$ cat src/logic/sd_host_pkg.sv
// sd host write path shared definitions
// register map, status layout, transfer word views and DAT framing nibbles

package sd_host_pkg;

   localparam int reg_addr_w = 12;

   ////////////////////////////////////////
   // register map, byte addresses
   ////////////////////////////////////////
   localparam logic [reg_addr_w-1:0] reg_addr_ctrl       = 12'h000;
   localparam logic [reg_addr_w-1:0] reg_addr_start_addr = 12'h004;
   localparam logic [reg_addr_w-1:0] reg_addr_cmd        = 12'h008;
   localparam logic [reg_addr_w-1:0] reg_addr_status     = 12'h00C;

   // status word layout
   localparam int status_busy_bit      = 0;
   localparam int status_done_bit      = 1;
   localparam int status_cfg_error_bit = 2;
   localparam int status_left_lsb      = 16; // blocks_left in 31:16

   // DAT framing
   localparam logic [3:0] dat_start_nibble = 4'h0;
   localparam logic [3:0] dat_end_nibble   = 4'hF;

   // transfer control fields, block_words sits in the top byte
   typedef struct packed {
      logic [7:0]  block_words; // 1 up to fifo depth
      logic [15:0] block_count;
      logic [7:0]  reserved;
   } xfer_ctrl_t;

   // one register write word, seen as control fields or as a RAM byte address
   typedef union packed {
      xfer_ctrl_t  ctrl;
      logic [31:0] addr;
   } reg_word_u;

endpackage

$ cat src/logic/host_regs.sv
`timescale 1ns/1ps
// host register file
// holds transfer control and start address, detects a legal start,
// counts blocks down and builds the status word

module host_regs #(
   parameter int fifo_depth = 16
) (
   input  logic                               clk,
   input  logic                               arst_n,
   input  logic                               reg_wr_en,
   input  logic [sd_host_pkg::reg_addr_w-1:0] reg_address,
   input  logic [31:0]                        reg_wr_data,
   input  logic                               block_sent,
   output logic [31:0]                        reg_rd_data,
   output logic                               start_pulse,
   output logic [7:0]                         block_words,
   output logic [15:0]                        block_count,
   output logic [31:0]                        start_addr
);
   import sd_host_pkg::*;

   reg_word_u   wr_word;
   xfer_ctrl_t  ctrl_q;
   logic [31:0] addr_q;
   logic        busy_q;
   logic        done_q;
   logic        cfg_error_q;
   logic [15:0] blocks_left_q;
   logic        start_req;
   logic        words_legal;
   logic [31:0] status_word;

   assign wr_word     = reg_wr_data;
   assign start_req   = reg_wr_en && (reg_address == reg_addr_cmd) && reg_wr_data[0];
   assign words_legal = (ctrl_q.block_words != 8'd0) &&
                        (ctrl_q.block_words <= 8'(fifo_depth));

   // config registers, frozen while busy
   always_ff @(posedge clk or negedge arst_n) begin
      if (!arst_n) begin
         ctrl_q <= '0;
         addr_q <= '0;
      end else if (reg_wr_en && !busy_q) begin
         if (reg_address == reg_addr_ctrl)
            ctrl_q <= wr_word.ctrl;
         if (reg_address == reg_addr_start_addr)
            addr_q <= wr_word.addr;
      end
   end

   ////////////////////////////////////////
   // start detection and block countdown
   ////////////////////////////////////////
   always_ff @(posedge clk or negedge arst_n) begin
      if (!arst_n) begin
         start_pulse   <= 1'b0;
         busy_q        <= 1'b0;
         done_q        <= 1'b0;
         cfg_error_q   <= 1'b0;
         blocks_left_q <= '0;
      end else begin
         start_pulse <= 1'b0;
         if (start_req && !busy_q) begin   // start while busy is dropped
            if (words_legal) begin
               start_pulse   <= 1'b1;
               cfg_error_q   <= 1'b0;
               blocks_left_q <= ctrl_q.block_count;
               busy_q        <= (ctrl_q.block_count != 16'd0);
               done_q        <= (ctrl_q.block_count == 16'd0); // empty transfer
            end else begin
               cfg_error_q <= 1'b1;
            end
         end else if (block_sent && busy_q) begin
            blocks_left_q <= blocks_left_q - 16'd1;
            if (blocks_left_q == 16'd1) begin // last block out
               busy_q <= 1'b0;
               done_q <= 1'b1;
            end
         end
      end
   end

   always_comb begin
      status_word                           = '0;
      status_word[status_busy_bit]          = busy_q;
      status_word[status_done_bit]          = done_q;
      status_word[status_cfg_error_bit]     = cfg_error_q;
      status_word[status_left_lsb +: 16]    = blocks_left_q;
   end

   // read mux, cmd reads back as zero
   always_comb begin
      case (reg_address)
         reg_addr_ctrl:       reg_rd_data = ctrl_q;
         reg_addr_start_addr: reg_rd_data = addr_q;
         reg_addr_status:     reg_rd_data = status_word;
         default:             reg_rd_data = '0;
      endcase
   end

   assign block_words = ctrl_q.block_words;
   assign block_count = ctrl_q.block_count;
   assign start_addr  = addr_q;

endmodule

$ cat src/logic/adma_fetch.sv
`timescale 1ns/1ps
// RAM fetch engine
// reads block_words x block_count words over a four-phase req/ack
// handshake and pushes each one into the transmit FIFO

module adma_fetch (
   input  logic        clk,
   input  logic        arst_n,
   input  logic        start_pulse,
   input  logic [7:0]  block_words,
   input  logic [15:0] block_count,
   input  logic [31:0] start_addr,
   input  logic        ram_ack,
   input  logic [31:0] data_from_ram,
   input  logic        fifo_full,
   output logic        ram_req,
   output logic [31:0] ram_address,
   output logic        fifo_wr,
   output logic [31:0] fifo_wdata
);

   localparam logic [1:0] st_idle    = 2'd0;
   localparam logic [1:0] st_request = 2'd1; // req high, waiting on ack
   localparam logic [1:0] st_release = 2'd2; // req low, waiting on ack low

   logic [1:0]  state_q;
   logic [23:0] words_left_q;
   logic        got_ack;

   assign got_ack = (state_q == st_request) && ram_ack;

   always_ff @(posedge clk or negedge arst_n) begin
      if (!arst_n) begin
         state_q      <= st_idle;
         ram_req      <= 1'b0;
         ram_address  <= '0;
         words_left_q <= '0;
         fifo_wr      <= 1'b0;
      end else begin
         fifo_wr <= 1'b0;
         case (state_q)
            st_idle: begin
               if (start_pulse) begin
                  ram_address  <= start_addr;
                  words_left_q <= {16'd0, block_words} * {8'd0, block_count};
                  state_q      <= st_release;
               end
            end
            st_request: begin
               if (ram_ack) begin
                  ram_req      <= 1'b0;
                  fifo_wr      <= 1'b1; // push lands the cycle after ack
                  ram_address  <= ram_address + 32'd4;
                  words_left_q <= words_left_q - 24'd1;
                  state_q      <= st_release;
               end
            end
            st_release: begin
               if (words_left_q == 24'd0) begin
                  state_q <= st_idle;
               end else if (!ram_ack && !fifo_full && !fifo_wr) begin
                  // pending push must show in fifo_full first
                  ram_req <= 1'b1;
                  state_q <= st_request;
               end
            end
            default: state_q <= st_idle;
         endcase
      end
   end

   // data capture on the first ack cycle
   always_ff @(posedge clk) begin
      if (got_ack)
         fifo_wdata <= data_from_ram;
   end

endmodule

$ cat src/logic/tx_fifo.sv
`timescale 1ns/1ps
// transmit word FIFO
// circular buffer with show-ahead read data and a fill level

module tx_fifo #(
   parameter int fifo_depth = 16
) (
   input  logic                                 clk,
   input  logic                                 arst_n,
   input  logic                                 fifo_wr,
   input  logic [31:0]                          fifo_wdata,
   input  logic                                 fifo_rd,
   output logic [31:0]                          fifo_rdata,
   output logic                                 fifo_full,
   output logic [$clog2(fifo_depth + 1) - 1:0]  fifo_level
);

   localparam int ptr_w = (fifo_depth > 1) ? $clog2(fifo_depth) : 1;
   localparam int lvl_w = $clog2(fifo_depth + 1);

   logic [31:0]      mem [fifo_depth];
   logic [ptr_w-1:0] wr_ptr_q;
   logic [ptr_w-1:0] rd_ptr_q;
   logic             do_wr;
   logic             do_rd;

   function automatic logic [ptr_w-1:0] ptr_inc(input logic [ptr_w-1:0] ptr);
      return (ptr == ptr_w'(fifo_depth - 1)) ? '0 : ptr + 1'b1;
   endfunction

   assign fifo_full  = (fifo_level == lvl_w'(fifo_depth));
   assign do_wr      = fifo_wr && !fifo_full;          // overflow dropped
   assign do_rd      = fifo_rd && (fifo_level != '0);  // underflow dropped
   assign fifo_rdata = mem[rd_ptr_q];                  // head word

   always_ff @(posedge clk) begin
      if (do_wr)
         mem[wr_ptr_q] <= fifo_wdata;
   end

   always_ff @(posedge clk or negedge arst_n) begin
      if (!arst_n) begin
         wr_ptr_q   <= '0;
         rd_ptr_q   <= '0;
         fifo_level <= '0;
      end else begin
         if (do_wr)
            wr_ptr_q <= ptr_inc(wr_ptr_q);
         if (do_rd)
            rd_ptr_q <= ptr_inc(rd_ptr_q);
         case ({do_wr, do_rd})
            2'b10:   fifo_level <= fifo_level + 1'b1;
            2'b01:   fifo_level <= fifo_level - 1'b1;
            default: fifo_level <= fifo_level;   // both or neither
         endcase
      end
   end

endmodule

$ cat src/logic/dat_tx.sv
`timescale 1ns/1ps
// DAT line block framer
// sends start nibble, data nibbles msb first, one CRC16 per line
// and the end nibble, then holds the bus idle for a short gap

module dat_tx #(
   parameter int fifo_depth = 16
) (
   input  logic                                 clk,
   input  logic                                 arst_n,
   input  logic [7:0]                           block_words,
   input  logic [31:0]                          fifo_rdata,
   input  logic [$clog2(fifo_depth + 1) - 1:0]  fifo_level,
   output logic                                 fifo_rd,
   output logic [3:0]                           data_to_card,
   output logic                                 data_to_card_oe,
   output logic                                 block_sent
);
   import sd_host_pkg::*;

   localparam logic [2:0] st_idle  = 3'd0;
   localparam logic [2:0] st_start = 3'd1;
   localparam logic [2:0] st_data  = 3'd2;
   localparam logic [2:0] st_crc   = 3'd3;
   localparam logic [2:0] st_end   = 3'd4;
   localparam logic [2:0] st_gap   = 3'd5;

   logic [2:0]       state_q;
   logic [31:0]      shift_q;       // word on the bus, top nibble showing
   logic [2:0]       nib_cnt_q;
   logic [7:0]       words_left_q;  // words still to pop in this block
   logic [3:0]       bit_cnt_q;
   logic [3:0][15:0] crc_q;
   logic             load_word;
   logic             send_data;
   logic             block_ready;
   logic [3:0]       next_nib;
   logic [3:0]       crc_msb;

   // serial CRC16, x^16 + x^12 + x^5 + 1
   function automatic logic [15:0] crc16_step(input logic [15:0] crc, input logic din);
      logic fb;
      fb = din ^ crc[15];
      return {crc[14:0], 1'b0} ^ (fb ? 16'h1021 : 16'h0000);
   endfunction

   assign block_ready = (block_words != 8'd0) && (8'(fifo_level) >= block_words);
   assign load_word   = (state_q == st_start) ||
                        ((state_q == st_data) && (nib_cnt_q == 3'd7) && (words_left_q != 8'd0));
   assign send_data   = (state_q == st_start) ||
                        ((state_q == st_data) && !((nib_cnt_q == 3'd7) && (words_left_q == 8'd0)));
   assign next_nib    = load_word ? fifo_rdata[31:28] : shift_q[27:24];
   assign fifo_rd     = load_word;

   always_comb begin
      for (int i = 0; i < 4; i++)
         crc_msb[i] = crc_q[i][15];  // line i carries its own CRC
   end

   always_ff @(posedge clk) begin
      if (load_word)
         shift_q <= fifo_rdata;
      else if (state_q == st_data)
         shift_q <= shift_q << 4;
   end

   ////////////////////////////////////////
   // framing FSM
   ////////////////////////////////////////
   always_ff @(posedge clk or negedge arst_n) begin
      if (!arst_n) begin
         state_q         <= st_idle;
         data_to_card    <= dat_end_nibble;  // bus idles high
         data_to_card_oe <= 1'b0;
         block_sent      <= 1'b0;
         nib_cnt_q       <= '0;
         words_left_q    <= '0;
         bit_cnt_q       <= '0;
         crc_q           <= '0;
      end else begin
         block_sent <= 1'b0;
         case (state_q)
            st_idle: begin
               if (block_ready) begin // whole block already buffered
                  state_q         <= st_start;
                  data_to_card_oe <= 1'b1;
                  data_to_card    <= dat_start_nibble;
                  crc_q           <= '0;
               end
            end
            st_start, st_data: begin
               if (send_data) begin
                  state_q      <= st_data;
                  data_to_card <= next_nib;
                  for (int i = 0; i < 4; i++)
                     crc_q[i] <= crc16_step(crc_q[i], next_nib[i]);
                  nib_cnt_q <= load_word ? 3'd0 : nib_cnt_q + 3'd1;
                  if (load_word)
                     words_left_q <= (state_q == st_start) ? block_words - 8'd1
                                                           : words_left_q - 8'd1;
               end else begin
                  // last nibble done, first CRC bit goes out
                  state_q      <= st_crc;
                  bit_cnt_q    <= '0;
                  data_to_card <= crc_msb;
                  for (int i = 0; i < 4; i++)
                     crc_q[i] <= crc_q[i] << 1;
               end
            end
            st_crc: begin
               if (bit_cnt_q == 4'd15) begin
                  state_q      <= st_end;
                  data_to_card <= dat_end_nibble;
               end else begin
                  bit_cnt_q    <= bit_cnt_q + 4'd1;
                  data_to_card <= crc_msb;
                  for (int i = 0; i < 4; i++)
                     crc_q[i] <= crc_q[i] << 1;
               end
            end
            st_end: begin
               state_q         <= st_gap;
               data_to_card_oe <= 1'b0;
               data_to_card    <= dat_end_nibble;
               block_sent      <= 1'b1;
            end
            st_gap:  state_q <= st_idle;  // gap plus idle gives two quiet cycles
            default: state_q <= st_idle;
         endcase
      end
   end

endmodule

$ cat src/logic/sd_write_host.sv
`timescale 1ns/1ps
// SD host controller write path
// registers, RAM fetch, transmit FIFO and DAT serializer on one clock

module sd_write_host #(
   parameter int fifo_depth = 16
) (
   input  logic                               clk,
   input  logic                               arst_n,
   input  logic                               reg_wr_en,
   input  logic [sd_host_pkg::reg_addr_w-1:0] reg_address,
   input  logic [31:0]                        reg_wr_data,
   input  logic                               ram_ack,
   input  logic [31:0]                        data_from_ram,
   output logic [31:0]                        reg_rd_data,
   output logic                               ram_req,
   output logic [31:0]                        ram_address,
   output logic [3:0]                         data_to_card,
   output logic                               data_to_card_oe
);

   logic                                start_pulse;
   logic [7:0]                          block_words;
   logic [15:0]                         block_count;
   logic [31:0]                         start_addr;
   logic                                block_sent;
   logic                                fifo_wr;
   logic [31:0]                         fifo_wdata;
   logic                                fifo_rd;
   logic [31:0]                         fifo_rdata;
   logic                                fifo_full;
   logic [$clog2(fifo_depth + 1) - 1:0] fifo_level;

   host_regs #(.fifo_depth(fifo_depth)) u_host_regs (
      .clk         (clk),
      .arst_n      (arst_n),
      .reg_wr_en   (reg_wr_en),
      .reg_address (reg_address),
      .reg_wr_data (reg_wr_data),
      .block_sent  (block_sent),
      .reg_rd_data (reg_rd_data),
      .start_pulse (start_pulse),
      .block_words (block_words),
      .block_count (block_count),
      .start_addr  (start_addr)
   );

   adma_fetch u_adma_fetch (
      .clk           (clk),
      .arst_n        (arst_n),
      .start_pulse   (start_pulse),
      .block_words   (block_words),
      .block_count   (block_count),
      .start_addr    (start_addr),
      .ram_ack       (ram_ack),
      .data_from_ram (data_from_ram),
      .fifo_full     (fifo_full),
      .ram_req       (ram_req),
      .ram_address   (ram_address),
      .fifo_wr       (fifo_wr),
      .fifo_wdata    (fifo_wdata)
   );

   tx_fifo #(.fifo_depth(fifo_depth)) u_tx_fifo (
      .clk        (clk),
      .arst_n     (arst_n),
      .fifo_wr    (fifo_wr),
      .fifo_wdata (fifo_wdata),
      .fifo_rd    (fifo_rd),
      .fifo_rdata (fifo_rdata),
      .fifo_full  (fifo_full),
      .fifo_level (fifo_level)
   );

   dat_tx #(.fifo_depth(fifo_depth)) u_dat_tx (
      .clk             (clk),
      .arst_n          (arst_n),
      .block_words     (block_words),
      .fifo_rdata      (fifo_rdata),
      .fifo_level      (fifo_level),
      .fifo_rd         (fifo_rd),
      .data_to_card    (data_to_card),
      .data_to_card_oe (data_to_card_oe),
      .block_sent      (block_sent)
   );

endmodule

$ cat config.mk
export PLATFORM = sky130hd
export DESIGN_NAME = sd_write_host
export DESIGN_NICKNAME = d
export VERILOG_FILES = /design/src/logic/sd_host_pkg.sv /design/src/logic/host_regs.sv /design/src/logic/adma_fetch.sv /design/src/logic/tx_fifo.sv /design/src/logic/dat_tx.sv /design/src/logic/sd_write_host.sv
export SDC_FILE = /design/constraint.sdc
export NUM_CORES = 1
export LEC_CHECK = 0
export BUFFER_PORTS_ARGS = -buffer_cell sky130_fd_sc_hd__buf_2
export CAP_MARGIN = 20
export CORE_ASPECT_RATIO = 2
export CORE_MARGIN = 5
export CORE_UTILIZATION = 52
export CTS_CLUSTER_DIAMETER = 30
export DETAILED_ROUTE_END_ITERATION = 8
export GPL_TIMING_DRIVEN = 0
export HOLD_SLACK_MARGIN = 0.05
export PLACE_DENSITY = 0.69
export RECOVER_POWER = 50
export SLEW_MARGIN = 10
export SYNTH_ARGS = -nofsm -noshare
export SYNTH_HDL_FRONTEND = slang
export SYNTH_SLANG_ARGS = --single-unit
export TNS_END_PERCENT = 20
$ cat constraint.sdc
create_clock -name clk -period 12.5 [get_ports clk]
set_clock_uncertainty 0.15 [all_clocks]
set_input_delay 0 -clock clk [delete_from_list [all_inputs] [get_ports clk]]
set_output_delay 0 -clock clk [all_outputs]
set_load 0.01 [all_outputs]
Word-level counts from Yosys, hierarchy flattened. Memories as Yosys holds them, arrays and structs flattened. Cells that the tools add are included.

RAM bits: 512. Register bits: 305. Memories kept: 1.

Equal/unequal tests: 27. Mux-type cells: 64. Order comparisons: 2. Reduce and logical (&&, ||, !) cells: 58. Bitwise operators: 8. Multipliers: 1. $add $sub $neg: 11.

Memories: u_tx_fifo.mem (words 16, width 32, rd ports 1, clocked after Yosys merged registers in 0, wr ports 1, line tx_fifo.sv:21) `logic [31:0] mem [fifo_depth];`.

Operators by type and width (count): two-way mux 64 bit (3); case mux 64 bit (3 select lines) (1); case mux 32 bit (3 select lines) (1); two-way mux 32 bit (2); case mux 32 bit (2 select lines) (1); XOR 16 bit (4); two-way mux 28 bit (2); two-way mux 13 bit (4); two-way mux 16 bit (3); two-way mux 24 bit (2); case mux 24 bit (2 select lines) (1); adder 32 x 3 -> 32 bit, second input constant (1); two-way mux 4 bit (8); == test 12 x 4 -> 1 bit, second input constant (2); zero test 24 bit (1); multiplier 8 x 16 -> 24 bit (1); subtractor 24 x 1 -> 24 bit, second input constant (1); two-way mux 1 bit (21); AND reduction 3 bit (6); == test 16 x 1 -> 1 bit, second input constant (1); logical AND 1 bit (16); zero test 16 bit (1); case mux 4 bit (4 select lines) (1); nonzero test 16 bit (1); other kinds (42) (86).

Logic depth before layout (Yosys ltp).
Depth in word-level cells: 10. Gate-level depth with buffers: 19. Mapped depth without buffers: 17.

Modules after synthesis. A second synthesis with hierarchy kept.

Cells, all modules: 2774. Area, all modules: 39067.5 um2.

Modules (own cells, without submodules): tx_fifo (area each 20503.4 um2, instances 1, cells an instance 984); adma_fetch (area each 8627.0 um2, instances 1, cells an instance 943); dat_tx (area each 5392.7 um2, instances 1, cells an instance 435); host_regs (area each 4544.4 um2, instances 1, cells an instance 412).

Worst setup path after synthesis. No wires, ideal clock.

Kind: register to register. Start: reg u_host_regs.ctrl_q (netlist bit u_host_regs.block_words[4]). End: reg u_adma_fetch.words_left_q[23]. Required time: 12285 ps. Arrival: 4979 ps. Path slack: 7305 ps. Clock period less this slack: 5195 ps. Path buffers: 2. Cell stages (with the launch flop): 19. Cell sequence: dfrtp_1 > clkbuf_1 > clkbuf_1 > nand2_1 > fa_1 > fa_1 > inv_1 > fa_1 > inv_1 > fa_1 > inv_1 > ha_1 > a21o_1 > a21oi_1 > a21boi_0 > a221oi_2 > a31oi_1 > nor4b_1 > a211o_1.

Word-level cells in the longest chain between the ends: 3.

Ends and longest elaborated chain: start, declared (line host_regs.sv:24) `xfer_ctrl_t ctrl_q;`; start signal, assigned (line host_regs.sv:46) `ctrl_q <= wr_word.ctrl;`; multiplier 8 x 16 -> 24 bit (line adma_fetch.sv:45) `words_left_q <= {16'd0, block_words} * {8'd0, block_count};`; two-way mux 24 bit (line adma_fetch.sv:43) `if (start_pulse) begin`; case mux 24 bit (2 select lines) (line adma_fetch.sv:41) `case (state_q)`; end signal, assigned (line adma_fetch.sv:45); end signal, assigned (line adma_fetch.sv:54) `words_left_q <= words_left_q - 24'd1;`; end, declared (line adma_fetch.sv:27) `logic [23:0] words_left_q;`.

No other way between the ends. The select of a mux whose other input is x is not followed. A chain may end at the register's enable or synchronous reset.

Final worst setup path.
Start: reg u_host_regs.ctrl_q (netlist bit u_host_regs.block_words[7]). End: reg u_adma_fetch.words_left_q[20].

The elaborated chain is that of the path after synthesis.

==> impl_metrics.env <==
export IMPL_status="finished, violations left"
export IMPL_violations="max-capacitance violations, max-slew violations"
export IMPL_clkSlewWorstSetupHoldPaths_ns=0.06
export IMPL_utilization_pct=62.8
export IMPL_worstPathRequired_ns=12.89
export IMPL_worstPathCellList="clkbuf_1 > clkbuf_1 > nand2_1 > fa_1 > fa_1 > inv_1 > fa_1 > inv_1 > fa_1 > inv_1 > ha_1 > a21o_1 > a21o_1 > a21oi_1 > a211oi_1 > o31ai_1 > mux2i_1 > nand3_1"
export IMPL_wl_um=109000
export IMPL_layout_common_cells="572 x edfxtp_1, 241 x dfrtp_1, 204 x nand2_1"
export IMPL_grt_total_usage_pct=27.5
export IMPL_ant_nets=0
export IMPL_post_route_period_util_pct=51.0
export IMPL_postSynthCellCount=2705
export IMPL_async_flop_share_pct=30.0
export IMPL_grt_max_degree=101
export IMPL_slew_limit_headroom_pct=-286
export IMPL_dr_first_iter_drc_count=1983
export IMPL_ys_warn_count=0
export IMPL_p_total_mw=6.59
export IMPL_std_cell_rows=140
export IMPL_worstSkewPairLatency_ns=0.70
export IMPL_crit_type="reg -> reg"
export IMPL_io_buffers=148
export IMPL_synth_ff_type="edfxtp_1"
export IMPL_stdcell_count=4153
export IMPL_die_area_um2=79400
export IMPL_crit_slowest_cell="o31ai_1"
export IMPL_reg2reg_to="u_adma_fetch.words_left_q[20]$_DFFE_PN0P_"
export IMPL_cts_sinks=817
export IMPL_die_x_um=202
export IMPL_dr_pass1_iters=6
export IMPL_grt_pass1_vias=27100
export IMPL_drc=0
export IMPL_slew_violations=148
export IMPL_leakagePower_nw=17.6
export IMPL_core_area_um2=72900
export IMPL_synth_edf_count=572
export IMPL_ctsRootBufferMaster="clkbuf_16"
export IMPL_grt_pass1_wl_um=165000
export IMPL_post_cts_buffers=0
export IMPL_synth_nets=2936
export IMPL_worst_slew_pin_slew_ns=5.79
export IMPL_hold_viol_final=0
export IMPL_fmax_ghz=0.157
export IMPL_maxCapViolCount=2
export IMPL_final_common_cell="edfxtp_1"
export IMPL_layout_nets=3371
export IMPL_worstReg2RegStart="u_host_regs.block_words[7]$_DFFE_PN0P_"
export IMPL_yosysSeqAreaShare_pct=61.0
export IMPL_cp_common_cell="fa_1"
export IMPL_start_util_pct=52.5
export IMPL_drive_gt1_share_pct=19.1
export IMPL_cts_buffer_depth=3
export IMPL_vias_per_cell=6.08
export IMPL_reg2reg_slack_ns=6.13
export IMPL_start_kind="flop"
export IMPL_vdd_ir_drop_worst_mv=0.187
export IMPL_dpl_hpwl_um=75800
export IMPL_cp_arrival_ns=6.76
export IMPL_antenna_cells=0
export IMPL_r2r_cells=18
export IMPL_ios=150
export IMPL_critPathMaxFanout=10
export IMPL_synth_area_per_cell_um2=14.1
export IMPL_hp_class="in -> reg"
export IMPL_synth_area_um2=38200
export IMPL_crit_end="u_adma_fetch.words_left_q[20]$_DFFE_PN0P_"
export IMPL_cts_tree="yes"
export IMPL_yosys_register_bits=817
export IMPL_place_congestion=0.956
export IMPL_rsz0062_at_grt="no"
export IMPL_yosysUniqueCellTypes=75
export IMPL_placed_cells=3813
export IMPL_whs_ns=0.118
export IMPL_crit_path_end_kind="flop"
export IMPL_worstSetupStartpoint="u_host_regs.block_words[7]$_DFFE_PN0P_"
export IMPL_max_stage_delay_ns=0.60
export IMPL_htreeDepth=3
export IMPL_post_route_min_period_ns=6.37
export IMPL_wl_per_cell_um=26.3
export IMPL_finalSetupViolCount=0
export IMPL_die_h_um=394
export IMPL_vias=25200
export IMPL_grt_overflow_total=0
export IMPL_syn_to_final_growth_pct=19.7
export IMPL_p_per_area_nw_per_um2=144
export IMPL_grt_antenna_before_repair=0
export IMPL_setup_tns_ns=0
export IMPL_cts_buffers=106
==> layout make-up <==
class | count | area [um^2]
well taps | 923 | 1150
fillers | 5358 | 27100
multi-input cells | 1596 | 13900
inverters | 135 | 507
flip-flops and latches | 817 | 23300
clock buffers | 118 | 2730
plain buffers | 157 | 658
repair buffers | 327 | 2730
clock inverters | 80 | 826
==> synth_stat cells (15+ instances only) <==
cell        n  area share, %
nand2_1   204            2.0
mux2i_1    43            1.1
buf_1      15           0.15
nor4_1     21           0.34
and2_1    127            2.1
mux4_2    156            9.2
ha_1       66            2.2
o21ai_0   107            1.4
a22o_1     63            1.4
a21o_1     21           0.41
a21oi_1   153            2.0
fa_1       85            4.4
xnor2_1    17           0.39
a211oi_1   19           0.37
nand3_1    43           0.56
buf_2      23           0.30
edfxtp_1  572             45
clkbuf_1  109            1.1
nor2_1    158            1.6
dfrtp_1   241             16
nand2b_1   17           0.28
inv_1     135            1.3
o22ai_1    16           0.26
mux2_2     65            1.9
nor3_1     63           0.82
==> timing repair <==
| action | in CTS | in global routing |
|---|---|---|
| hold endpoints to repair | 253 | 0 |
| gates resized for setup | 0 | 0 |
| hold buffers | 141 | 0 |
==> registers in the layout, summed over array words and instances (netlist names), 5 cells and up <==
name and count:
u_tx_fifo.mem 512, u_host_regs.blocks_left_q 16, u_host_regs.block_words 8, u_adma_fetch.fifo_wdata 32, u_adma_fetch.words_left_q 24, u_dat_tx.words_left_q 8
u_adma_fetch.ram_address 32, u_host_regs.block_count 16, u_host_regs.start_addr 32, u_host_regs.ctrl_q 8, u_dat_tx.shift_q 28, u_tx_fifo.fifo_level 5
u_dat_tx.crc_q 60
==> critical path, delay by kind of cell (launching register included) <==
family,cells,cell delay (ns)
and+or+nand+nor,2,0.25
buffers and inverters,5,1.15
adders and majority gates,5,2.54
AOI/OAI and AO/OA,5,1.42
DFF,1,0.37
muxes,1,0.33
==> layer usage <==
metal	track usage, %	share of wire (%)	vias up
met5	0	0	-
met4	18.9	8.3	0
met3	4.35	5.5	369
met2	50.8	54	1135
met1	28.2	32	12800
li1	-	-	11000
==> where the power goes <==
group	leakage [nW]	total, mW	switching (mW)	internal, mW
logic	7.45	0.467	0.290	0.177
registers	8.48	3.14	0.140	3.00
clock network	1.70	2.99	1.25	1.74
==> through the flow <==
step	worst slack, ns	instance area [um^2]
after CTS	6.14	45900
after detailed placement	6.15	40900
after global placement	5.77	40100
after floorplan	7.31	38200
final	6.13	45800
after global routing	5.31	45800
==> cells by family (layout without fill, tap and decap cells) <==
group | count (synthesis) | after routing | synth area share [%]
mux | 264 | 264 | 12.2
flops | 817 | 817 | 61.0
fa+ha+maj | 151 | 151 | 6.61
compound gates | 452 | 452 | 7.46
simple gates | 709 | 709 | 9.24
xor+xnor | 20 | 20 | 0.458
buf+inv | 292 | 817 | 3.05
==> worst min-delay path by stage <==
| stage | startpoint | endpoint | slack, ns | depth (start not counted) |
|---|---|---|---|---|
| 3_5_place_dp | arst_n | u_adma_fetch.ram_address[22]$_DFFE_PN0P_ | -0.21 | 1 |
| 5_1_grt | ram_ack | u_adma_fetch.state_q[0]$_DFFE_PN0P_ | 0.11 | 3 |
| 3_3_place_gp | data_from_ram[29] | u_adma_fetch.fifo_wdata[29]$_DFFE_PP_ | 0.03 | 1 |
| 6_report | ram_ack | u_adma_fetch.state_q[0]$_DFFE_PN0P_ | 0.12 | 3 |
| 4_1_cts | reg_address[5] | u_host_regs.blocks_left_q[10]$_DFFE_PN0P_ | 0.07 | 7 |
| 2_1_floorplan | arst_n | u_adma_fetch.fifo_wr$_DFF_PN0_ | -0.45 | 0 |
Note: power is estimated with default switching activity, not from simulation.
